<file path="src/hdl/mvu_pkg.sv">
//****************************************************************************
// Matrix-vector lane package
// Widths, memory depths and shared types of the bit-serial dot-product lane
//****************************************************************************

package mvu_pkg;

    localparam int N_LANE         = 8;    // Vector elements, also plane width
    localparam int W_DEPTH        = 16;   // Weight memory depth
    localparam int D_DEPTH        = 32;   // Input memory depth
    localparam int MEM_RD_LATENCY = 1;    // Registered memory read

    localparam int BPREC    = 3;          // Precision field holds precision minus 1
    localparam int ACC_W    = 20;         // Accumulator
    localparam int BSCALERB = 16;         // Scaler operand
    localparam int PROD_W   = 36;         // Scaled product
    localparam int QUANT_W  = 8;          // Quantized result
    localparam int BQMSBIDX = 6;          // Quantizer MSB index

    // Busy cycles after the last issue, read + accumulate + multiply
    localparam int TAIL_CYC = MEM_RD_LATENCY + 2;

    typedef logic [N_LANE-1:0]                  plane_t;   // One bit plane
    typedef logic [BPREC-1:0]                   prec_t;    // Precision field
    typedef logic [$clog2(W_DEPTH)-1:0]         waddr_t;   // Weight address
    typedef logic [$clog2(D_DEPTH)-1:0]         daddr_t;   // Input address
    typedef logic signed [ACC_W-1:0]            acc_t;     // Dot-product sum
    typedef logic signed [BSCALERB-1:0]         scaler_t;  // Scaler
    typedef logic signed [PROD_W-1:0]           prod_t;    // Sum times scaler
    typedef logic [QUANT_W-1:0]                 quant_t;   // Result window
    typedef logic [BQMSBIDX-1:0]                msbidx_t;  // Window MSB position
    typedef logic [3:0]                         shift_t;   // Input bit + weight bit
    typedef logic [$clog2(N_LANE+1)-1:0]        cnt_t;     // Ones count of a plane
    typedef logic [$clog2(TAIL_CYC)-1:0]        tail_t;    // Drain counter

endpackage

</file>
<file path="src/hdl/plane_if.sv">
//****************************************************************************
// Bit-plane pair issue bus
// One pair per cycle from the job decoder to the bit-serial MAC
//****************************************************************************

`timescale 1ns/1ps

interface plane_if;
    import mvu_pkg::*;

    logic   valid;    // Pair issued this cycle
    logic   first;    // First pair of the job
    logic   last;     // Last pair of the job
    logic   neg;      // Term is subtracted
    shift_t shift;    // Combined bit weight

    modport issue (
        output valid, first, last, neg, shift
    );

    modport execute (
        input  valid, first, last, neg, shift
    );

endinterface

</file>
<file path="src/hdl/job_decode.sv">
//****************************************************************************
// Job decoder
// Latches the job on start and walks all input/weight bit pairs MSB first
//****************************************************************************

`timescale 1ns/1ps

module job_decode (
    input  logic             clk,
    input  logic             rst_n,
    input  logic             start,          // Job request
    input  logic             d_signed,       // Inputs are two's complement
    input  logic             w_signed,       // Weights are two's complement
    input  mvu_pkg::prec_t   iprecision,     // Input bits minus 1
    input  mvu_pkg::prec_t   wprecision,     // Weight bits minus 1
    input  mvu_pkg::daddr_t  ibaseaddr,      // Input plane of bit 0
    input  mvu_pkg::waddr_t  wbaseaddr,      // Weight plane of bit 0
    input  mvu_pkg::scaler_t scaler_b,
    input  mvu_pkg::msbidx_t quant_msbidx,
    output logic             busy,
    output mvu_pkg::daddr_t  i_addr,         // Input memory read address
    output mvu_pkg::waddr_t  w_addr,         // Weight memory read address
    output mvu_pkg::scaler_t scaler_q,       // Latched scaler for the result stage
    output mvu_pkg::msbidx_t msbidx_q,       // Latched window MSB
    plane_if.issue           pl
);
    import mvu_pkg::*;

    logic   accept;
    logic   issuing;
    logic   d_signed_q;
    logic   w_signed_q;
    prec_t  iprec_q;
    prec_t  wprec_q;
    daddr_t ibase_q;
    waddr_t wbase_q;
    prec_t  ibit;
    prec_t  wbit;
    tail_t  tail;
    logic   i_msb;
    logic   w_msb;

    assign accept = start & ~busy;                   // Start ignored mid-job

    // Job configuration, held for the whole job
    always_ff @(posedge clk) begin
        if (accept) begin
            d_signed_q <= d_signed;
            w_signed_q <= w_signed;
            iprec_q    <= iprecision;
            wprec_q    <= wprecision;
            ibase_q    <= ibaseaddr;
            wbase_q    <= wbaseaddr;
            scaler_q   <= scaler_b;
            msbidx_q   <= quant_msbidx;
        end
    end

    // Outer loop on input bit, inner loop on weight bit, then drain
    always_ff @(posedge clk) begin
        if (!rst_n) begin
            busy    <= 1'b0;
            issuing <= 1'b0;
            ibit    <= '0;
            wbit    <= '0;
            tail    <= '0;
        end else if (accept) begin
            busy    <= 1'b1;
            issuing <= 1'b1;
            ibit    <= iprecision;                   // Start on both MSBs
            wbit    <= wprecision;
        end else if (issuing) begin
            if (wbit != '0) begin
                wbit <= wbit - prec_t'(1);
            end else if (ibit != '0) begin
                ibit <= ibit - prec_t'(1);           // Next input bit
                wbit <= wprec_q;                     // Restart weight bits
            end else begin
                issuing <= 1'b0;                     // Last pair issued
                tail    <= tail_t'(TAIL_CYC - 1);
            end
        end else if (busy) begin
            if (tail == '0) begin
                busy <= 1'b0;                        // Falls as done rises
            end else begin
                tail <= tail - tail_t'(1);
            end
        end
    end

    assign i_msb = (ibit == iprec_q);
    assign w_msb = (wbit == wprec_q);

    assign pl.valid = issuing;
    assign pl.first = issuing & i_msb & w_msb;
    assign pl.last  = issuing & (ibit == '0) & (wbit == '0);
    assign pl.neg   = (d_signed_q & i_msb) ^ (w_signed_q & w_msb);  // Exactly one signed MSB
    assign pl.shift = shift_t'(ibit) + shift_t'(wbit);

    assign i_addr = ibase_q + daddr_t'(ibit);        // Plane of bit b at base + b
    assign w_addr = wbase_q + waddr_t'(wbit);

endmodule

</file>
<file path="src/hdl/plane_ram.sv">
//****************************************************************************
// Bit-plane memory
// One write port, one registered read port
//****************************************************************************

`timescale 1ns/1ps

module plane_ram #(
    parameter int DEPTH = 16                         // Number of planes
) (
    input  logic                     clk,
    input  logic                     wr_en,
    input  logic [$clog2(DEPTH)-1:0] wr_addr,
    input  mvu_pkg::plane_t          wr_word,
    input  logic [$clog2(DEPTH)-1:0] rd_addr,
    output mvu_pkg::plane_t          rd_word        // Valid one cycle after rd_addr
);
    import mvu_pkg::*;

    plane_t mem [DEPTH];                             // Contents undefined until written

    always_ff @(posedge clk) begin
        if (wr_en) begin
            mem[wr_addr] <= wr_word;                 // Host write
        end
        rd_word <= mem[rd_addr];                     // Read every cycle
    end

endmodule

</file>
<file path="src/hdl/bitserial_mac.sv">
//****************************************************************************
// Bit-serial multiply-accumulate
// AND and popcount of each plane pair, weighted, signed and summed
//****************************************************************************

`timescale 1ns/1ps

module bitserial_mac (
    input  logic            clk,
    input  logic            rst_n,
    input  mvu_pkg::plane_t i_plane,                 // Input plane from memory
    input  mvu_pkg::plane_t w_plane,                 // Weight plane from memory
    plane_if.execute        pl,
    output logic            acc_valid,               // Sum complete, one cycle
    output mvu_pkg::acc_t   acc
);
    import mvu_pkg::*;

    // Controls delayed to meet the planes out of memory
    logic   valid_d [MEM_RD_LATENCY];
    logic   first_d [MEM_RD_LATENCY];
    logic   last_d  [MEM_RD_LATENCY];
    logic   neg_d   [MEM_RD_LATENCY];
    shift_t shift_d [MEM_RD_LATENCY];

    plane_t and_plane;
    cnt_t   cnt;
    acc_t   shifted;
    acc_t   term;

    always_ff @(posedge clk) begin
        if (!rst_n) begin
            for (int i = 0; i < MEM_RD_LATENCY; i++) begin
                valid_d[i] <= 1'b0;
                first_d[i] <= 1'b0;
                last_d[i]  <= 1'b0;
            end
        end else begin
            valid_d[0] <= pl.valid;
            first_d[0] <= pl.first;
            last_d[0]  <= pl.last;
            for (int i = 1; i < MEM_RD_LATENCY; i++) begin
                valid_d[i] <= valid_d[i-1];
                first_d[i] <= first_d[i-1];
                last_d[i]  <= last_d[i-1];
            end
        end
    end

    always_ff @(posedge clk) begin
        neg_d[0]   <= pl.neg;
        shift_d[0] <= pl.shift;
        for (int i = 1; i < MEM_RD_LATENCY; i++) begin
            neg_d[i]   <= neg_d[i-1];
            shift_d[i] <= shift_d[i-1];
        end
    end

    assign and_plane = i_plane & w_plane;            // 1-bit products of all lanes

    always_comb begin
        cnt = '0;
        for (int i = 0; i < N_LANE; i++) begin
            cnt = cnt + cnt_t'(and_plane[i]);        // Popcount
        end
    end

    assign shifted = acc_t'(cnt) << shift_d[MEM_RD_LATENCY-1];      // Weight 2^(i+j)
    assign term    = neg_d[MEM_RD_LATENCY-1] ? -shifted : shifted;  // Signed MSB term

    always_ff @(posedge clk) begin
        if (valid_d[MEM_RD_LATENCY-1]) begin
            if (first_d[MEM_RD_LATENCY-1]) begin
                acc <= term;                         // New job overwrites old sum
            end else begin
                acc <= acc + term;
            end
        end
    end

    always_ff @(posedge clk) begin
        if (!rst_n) begin
            acc_valid <= 1'b0;
        end else begin
            acc_valid <= valid_d[MEM_RD_LATENCY-1] & last_d[MEM_RD_LATENCY-1];
        end
    end

endmodule

</file>
<file path="src/hdl/scale_quant.sv">
//****************************************************************************
// Result stage
// Scales the finished sum and cuts an 8-bit window ending at the MSB index
//****************************************************************************

`timescale 1ns/1ps

module scale_quant (
    input  logic             clk,
    input  logic             rst_n,
    input  logic             acc_valid,              // Sum ready
    input  mvu_pkg::acc_t    acc,
    input  mvu_pkg::scaler_t scaler_b,
    input  mvu_pkg::msbidx_t quant_msbidx,           // Product bit that lands on result MSB
    output logic             done,                   // Result valid, one cycle
    output mvu_pkg::quant_t  result
);
    import mvu_pkg::*;

    logic                             prod_valid;
    prod_t                            prod_q;
    logic signed [PROD_W+QUANT_W-2:0] prod_ext;      // Product with zero bits below bit 0
    quant_t                           window;

    // Multiply stage
    always_ff @(posedge clk) begin
        if (acc_valid) begin
            prod_q <= acc * scaler_b;                // Signed 20 x 16
        end
    end

    assign prod_ext = {prod_q, {(QUANT_W-1){1'b0}}};

    // Bits msbidx down to msbidx-7, sign fills above the product MSB
    assign window = quant_t'(prod_ext >>> quant_msbidx);

    always_ff @(posedge clk) begin
        if (!rst_n) begin
            prod_valid <= 1'b0;
            done       <= 1'b0;
            result     <= '0;
        end else begin
            prod_valid <= acc_valid;
            done       <= prod_valid;                // Quantize stage
            if (prod_valid) begin
                result <= window;                    // Held until the next job
            end
        end
    end

endmodule

</file>
<file path="src/hdl/mvu_top.sv">
//****************************************************************************
// Matrix-vector lane top
// Job decode, weight and input plane memories, MAC and result stage
//****************************************************************************

`timescale 1ns/1ps

module mvu_top (
    input  logic             clk,
    input  logic             rst_n,
    input  logic             start,                  // Honoured only while idle
    input  logic             d_signed,
    input  logic             w_signed,
    input  mvu_pkg::prec_t   iprecision,
    input  mvu_pkg::prec_t   wprecision,
    input  mvu_pkg::daddr_t  ibaseaddr,
    input  mvu_pkg::waddr_t  wbaseaddr,
    input  mvu_pkg::scaler_t scaler_b,
    input  mvu_pkg::msbidx_t quant_msbidx,
    input  logic             wrw_en,                 // Weight memory write
    input  mvu_pkg::waddr_t  wrw_addr,
    input  mvu_pkg::plane_t  wrw_word,
    input  logic             wrd_en,                 // Input memory write
    input  mvu_pkg::daddr_t  wrd_addr,
    input  mvu_pkg::plane_t  wrd_word,
    output logic             busy,
    output logic             done,
    output mvu_pkg::quant_t  result
);
    import mvu_pkg::*;

    daddr_t  i_addr;
    waddr_t  w_addr;
    plane_t  i_plane;
    plane_t  w_plane;
    scaler_t scaler_q;
    msbidx_t msbidx_q;
    logic    acc_valid;
    acc_t    acc;

    plane_if pl ();                                  // Decode to MAC issue bus

    job_decode u_decode (
        .clk          (clk),
        .rst_n        (rst_n),
        .start        (start),
        .d_signed     (d_signed),
        .w_signed     (w_signed),
        .iprecision   (iprecision),
        .wprecision   (wprecision),
        .ibaseaddr    (ibaseaddr),
        .wbaseaddr    (wbaseaddr),
        .scaler_b     (scaler_b),
        .quant_msbidx (quant_msbidx),
        .busy         (busy),
        .i_addr       (i_addr),
        .w_addr       (w_addr),
        .scaler_q     (scaler_q),
        .msbidx_q     (msbidx_q),
        .pl           (pl.issue)
    );

    plane_ram #(.DEPTH(W_DEPTH)) u_wmem (
        .clk     (clk),
        .wr_en   (wrw_en),
        .wr_addr (wrw_addr),
        .wr_word (wrw_word),
        .rd_addr (w_addr),
        .rd_word (w_plane)
    );

    plane_ram #(.DEPTH(D_DEPTH)) u_dmem (
        .clk     (clk),
        .wr_en   (wrd_en),
        .wr_addr (wrd_addr),
        .wr_word (wrd_word),
        .rd_addr (i_addr),
        .rd_word (i_plane)
    );

    bitserial_mac u_mac (
        .clk       (clk),
        .rst_n     (rst_n),
        .i_plane   (i_plane),
        .w_plane   (w_plane),
        .pl        (pl.execute),
        .acc_valid (acc_valid),
        .acc       (acc)
    );

    scale_quant u_result (
        .clk          (clk),
        .rst_n        (rst_n),
        .acc_valid    (acc_valid),
        .acc          (acc),
        .scaler_b     (scaler_q),                    // Latched copies from the decoder
        .quant_msbidx (msbidx_q),
        .done         (done),
        .result       (result)
    );

endmodule

</file>
<file path="config.mk">
export PLATFORM = sky130hd
export DESIGN_NAME = mvu_top
export DESIGN_NICKNAME = d
export VERILOG_FILES = /design/src/hdl/mvu_pkg.sv /design/src/hdl/plane_if.sv /design/src/hdl/job_decode.sv /design/src/hdl/plane_ram.sv /design/src/hdl/bitserial_mac.sv /design/src/hdl/scale_quant.sv /design/src/hdl/mvu_top.sv
export SDC_FILE = /design/constraint.sdc
export NUM_CORES = 2
export LEC_CHECK = 0
export ABC_AREA = 1
export BUFFER_PORTS_ARGS = -buffer_cell sky130_fd_sc_hd__buf_2
export CAP_MARGIN = 20
export CORE_MARGIN = 2
export CORE_UTILIZATION = 30
export CTS_BUF_LIST = sky130_fd_sc_hd__clkbuf_4 sky130_fd_sc_hd__clkbuf_8 sky130_fd_sc_hd__clkbuf_16
export CTS_CLUSTER_SIZE = 28
export DETAILED_ROUTE_END_ITERATION = 8
export GPL_TIMING_DRIVEN = 1
export PLACE_DENSITY_LB_ADDON = 0.15
export REMOVE_ABC_BUFFERS = 1
export SETUP_SLACK_MARGIN = 0.02
export SLEW_MARGIN = 5
export SYNTH_ARGS = -nofsm -noshare
export SYNTH_HDL_FRONTEND = slang
export SYNTH_SLANG_ARGS = --single-unit
export TNS_END_PERCENT = 100
</file>
<file path="constraint.sdc">
create_clock -name clk -period 5.8 [get_ports clk]
set_clock_uncertainty 0.15 [all_clocks]
set_input_delay 0 -clock clk [delete_from_list [all_inputs] [get_ports clk]]
set_output_delay 0 -clock clk [all_outputs]
set_load 0.005 [all_outputs]
</file>
==> impl_metrics.py <==
metrics = {
    "floorplan": {
        "initial_core_util_pct": 30.1,
        "rows": 127,
        "die_area_um2": 123000,
        "fp.dieH_um": 350,
        "core_area_um2": 119000,
        "ios": 79,
        "die_w_um": 350,
    },
    "worst_setup_path": {
        "rr_startpoint": "u_mac.acc[8]",
        "cp.arrival_ps": 6280,
        "cp.required_ps": 6130,
        "crit_chain": "buf_12 > buf_6 > or2_4 > fa_1 > fa_1 > fa_1 > fa_1 > fa_1 > inv_1 > fa_1 > ha_4 > buf_6 > nand2_8 > nor2_4 > inv_2 > nor3_2 > nand3_1 > nand2_2 > nand3_2 > nand3_2 > xor2_2",
        "cp_num_cells": 21,
        "cp-endpoint": "u_result.prod_q[35]",
        "cpPeakStageDelay_ps": 560,
        "critPathTopFamily": "adder cells",
        "start_kind": "flop",
        "end_kind": "flop",
        "crit_buf_inv": 5,
        "worst-r2r-setup-slack_ps": -150,
        "critPathKind": "flop to flop",
        "crit_path_frequent_cell": "fa_1",
        "rr_worst_depth": 21,
        "slowest_stage": "fa_1",
        "critPathLaunch": "u_mac.acc[8]",
        "worstPathMaxFanout": 4,
        "r2r-end": "u_result.prod_q[35]",
    },
    "grt": {
        "grt_max_degree": 87,
        "grt_overflow": 0,
        "grt_pass1_vias": 27200,
        "gr-usage-all-layers_pct": 16.6,
        "antenna_found_initial": 0,
        "grt_pass1_wl_um": 158000,
    },
    "route": {
        "wl_um": 102000,
        "wl_per_cell_um": 17.6,
        "vias": 26800,
        "firstDrtPassIters": 5,
        "post_drt_via_cell_ratio": 4.63,
        "drt-initial-drc-count": 1490,
        "ant_nets": 0,
        "drcViolationCount": 0,
    },
    "finish": {
        "final_nets": 4647,
        "area_delta_synth_final_pct": 27.8,
        "num_antenna_cells": 0,
        "drive_gt1_share_pct": 23.7,
        "fin_area_um2": 46000,
        "post-route-util_pct": 38.5,
    },
    "clock_tree": {
        "clockBufferDepth": 3,
        "cts_tree": "built",
        "cts_made_buffers": 60,
        "clock_sinks": 524,
        "path_clk_slew_ps": 70,
        "htreeDepth": 2,
        "clkLatencyLatePin_ps": 690,
        "cts_root_buf": "clkbuf_16",
    },
    "timing": {
        "hold_viol_final": 0,
        "setup_viol": 11,
        "fin_tns_setup_ps": -665,
        "fin_hold_ws_ps": 71.9,
        "maxSlewHeadroom_pct": 35.3,
        "period_needed_ps": 5950,
        "post-route-period-util_pct": 103,
        "worstMarginPinSlew_ps": 971,
        "slew_viol_final": 0,
        "fmax_mhz": 168,
        "setup_slack_ps": -153,
        "rsz0062_at_grt": "true",
    },
    "logic_synthesis": {
        "ys_warn_count": 0,
        "yosys.area_share.adder_pct": 22.7,
        "synth_area_um2": 36000,
        "synth_top_area_cell": "edfxtp_1",
        "ys_ff_latch": 524,
        "synthCells": 3650,
        "synth_area_per_cell_um2": 9.85,
        "synth_cell_types": 60,
        "synth_compound_area_share_pct": 8.65,
        "synth_ff_type": "edfxtp_1",
        "ys_seq_area_share_pct": 42.5,
        "synth_xor_area_share_pct": 1.79,
        "synth_top_area_share_pct": 40.0,
        "synth_top_family_by_area": "adder cells",
        "synthSimpleGateAreaFrac_pct": 15.6,
        "async_reset_ff_share_pct": 0,
        "synth_edf_count": 479,
        "synthMuxAreaShare_pct": 0.807,
        "synth_area_leaders": "edfxtp_1 (40%), fa_1 (18%), nand2_1 (7.0%)",
    },
    "run_status": {
        "violations": "setup timing",
        "status": "finished with violations",
    },
    "worst_hold_path": {
        "hold_path_class": "input pin to flop",
    },
    "placement": {
        "dpl_cell_area_um2": 40400,
        "gp_congestion": 0.830,
        "numPortBuffers": 78,
        "dp_hpwl_um": 73000,
    },
    "job": {
        "max-cap-violations": 0,
    },
}
-- cells in the mapped netlist (13+ instances only) --
master	n
edfxtp_1	479
nand2_2	21
inv_2	13
clkbuf_1	115
nand2_1	673
a21oi_1	103
fa_1	326
xnor2_1	25
or2_2	30
inv_1	562
a31oi_1	15
dfxtp_1	45
nand4_1	18
buf_2	34
o21ai_0	200
o32ai_1	96
nand3_2	14
nand3_1	101
mux2_2	24
ha_1	131
o211ai_1	27
xor2_1	43
nor2_1	421
-- per-stage QoR --
step | instances | worst slack, ps
global route | 5782 | -300
CTS | 5738 | -121
detailed placement | 5477 | -419
finish | 5782 | -153
global placement | 5477 | -475
floorplan | 3489 | 28.1
-- per-layer routing --
layer	vias to the layer above	routed length, um	global-route usage [%]
li1	12900	-	-
met1	13400	45600	22.0
met2	387	51900	29.4
met3	103	2710	1.52
met4	0	1860	3.35
met5	-	0	0
-- layout make-up --
| cell class | instances | area, um^2 |
|---|---|---|
| Inverter | 580 | 2180 |
| Multi-Input combinational cell | 2385 | 19600 |
| Timing Repair Buffer | 570 | 4960 |
| Clock buffer | 75 | 1610 |
| Fill cell | 12100 | 73500 |
| Sequential cell | 524 | 15300 |
| Clock inverter | 36 | 269 |
| Tap cell | 1612 | 2020 |
-- worst reg2reg max path: stages, from the launching register on --
cell and delay, ps:
edfxtp_1 460, buf_12 180, buf_6 120, or2_4 220, fa_1 530, fa_1 460, fa_1 560, fa_1 540
fa_1 550, inv_1 50, fa_1 500, ha_4 330, buf_6 130, nand2_8 70, nor2_4 90, inv_2 50
nor3_2 130, nand3_1 120, nand2_2 150, nand3_2 100, nand3_2 90, xor2_2 200
-- placed cells by master, fill, tap and decap left out, types with 40 or more instances in the layout --
cell,instances
buf_4,302
nand2_2,65
a21oi_1,54
ha_1,87
inv_1,523
ha_4,40
clkbuf_16,61
fa_1,311
nand3_1,87
dlygate4sd3_1,112
nand2_1,602
inv_2,52
dfxtp_1,45
o32ai_1,96
o21ai_0,173
buf_6,43
edfxtp_1,479
nor2_1,404
buf_2,78
-- sequential cells by signal, summed over array words and instances (netlist names), 5 cells and up --
signal	cells
u_dmem.mem	256
u_wmem.mem	128
u_result.prod_q	36
u_mac.acc	20
u_decode.scaler_q	16
u_dmem.rd_word	8
u_result.result	8
u_wmem.rd_word	8
u_decode.msbidx_q	6
u_decode.ibase_q	5
-- worst min path at each step --
stage                     slack (ps)                    to  depth (start not counted)             from
after global routing              50      u_decode.ibit[0]                          4    iprecision[0]
after floorplan                  -60   u_result.prod_valid                          2            rst_n
after detailed placement          30  u_decode.msbidx_q[0]                          1  quant_msbidx[0]
after global placement            30   u_decode.d_signed_q                          1         d_signed
final                             70      u_decode.ibit[1]                          4    iprecision[1]
after CTS                         20      u_decode.ibit[1]                          4    iprecision[1]
-- cells by family (layout without fill, tap and decap cells) --
logic type               count (synthesis)  after routing
AND/OR/NAND/NOR                       1330           1330
buffers and inverters                  741           1261
flip-flops                             524            524
AO/OA/AOI/OAI                          501            501
adder cells (fa/ha/maj)                457            457
XOR/XNOR                                71             71
multiplexers                            26             26
-- what timing repair did --
item	in CTS	in global routing
hold buffers	112	0
endpoints found under the hold margin	830	0
setup buffers	37	44
resized for setup	136	311
pin swaps	51	147
cloned	1	1
setup endpoints to repair	29	37
Power is left out: the tool's default activity adds up to more than one toggle a clock period on the data nets, which glitch-free logic cannot reach.
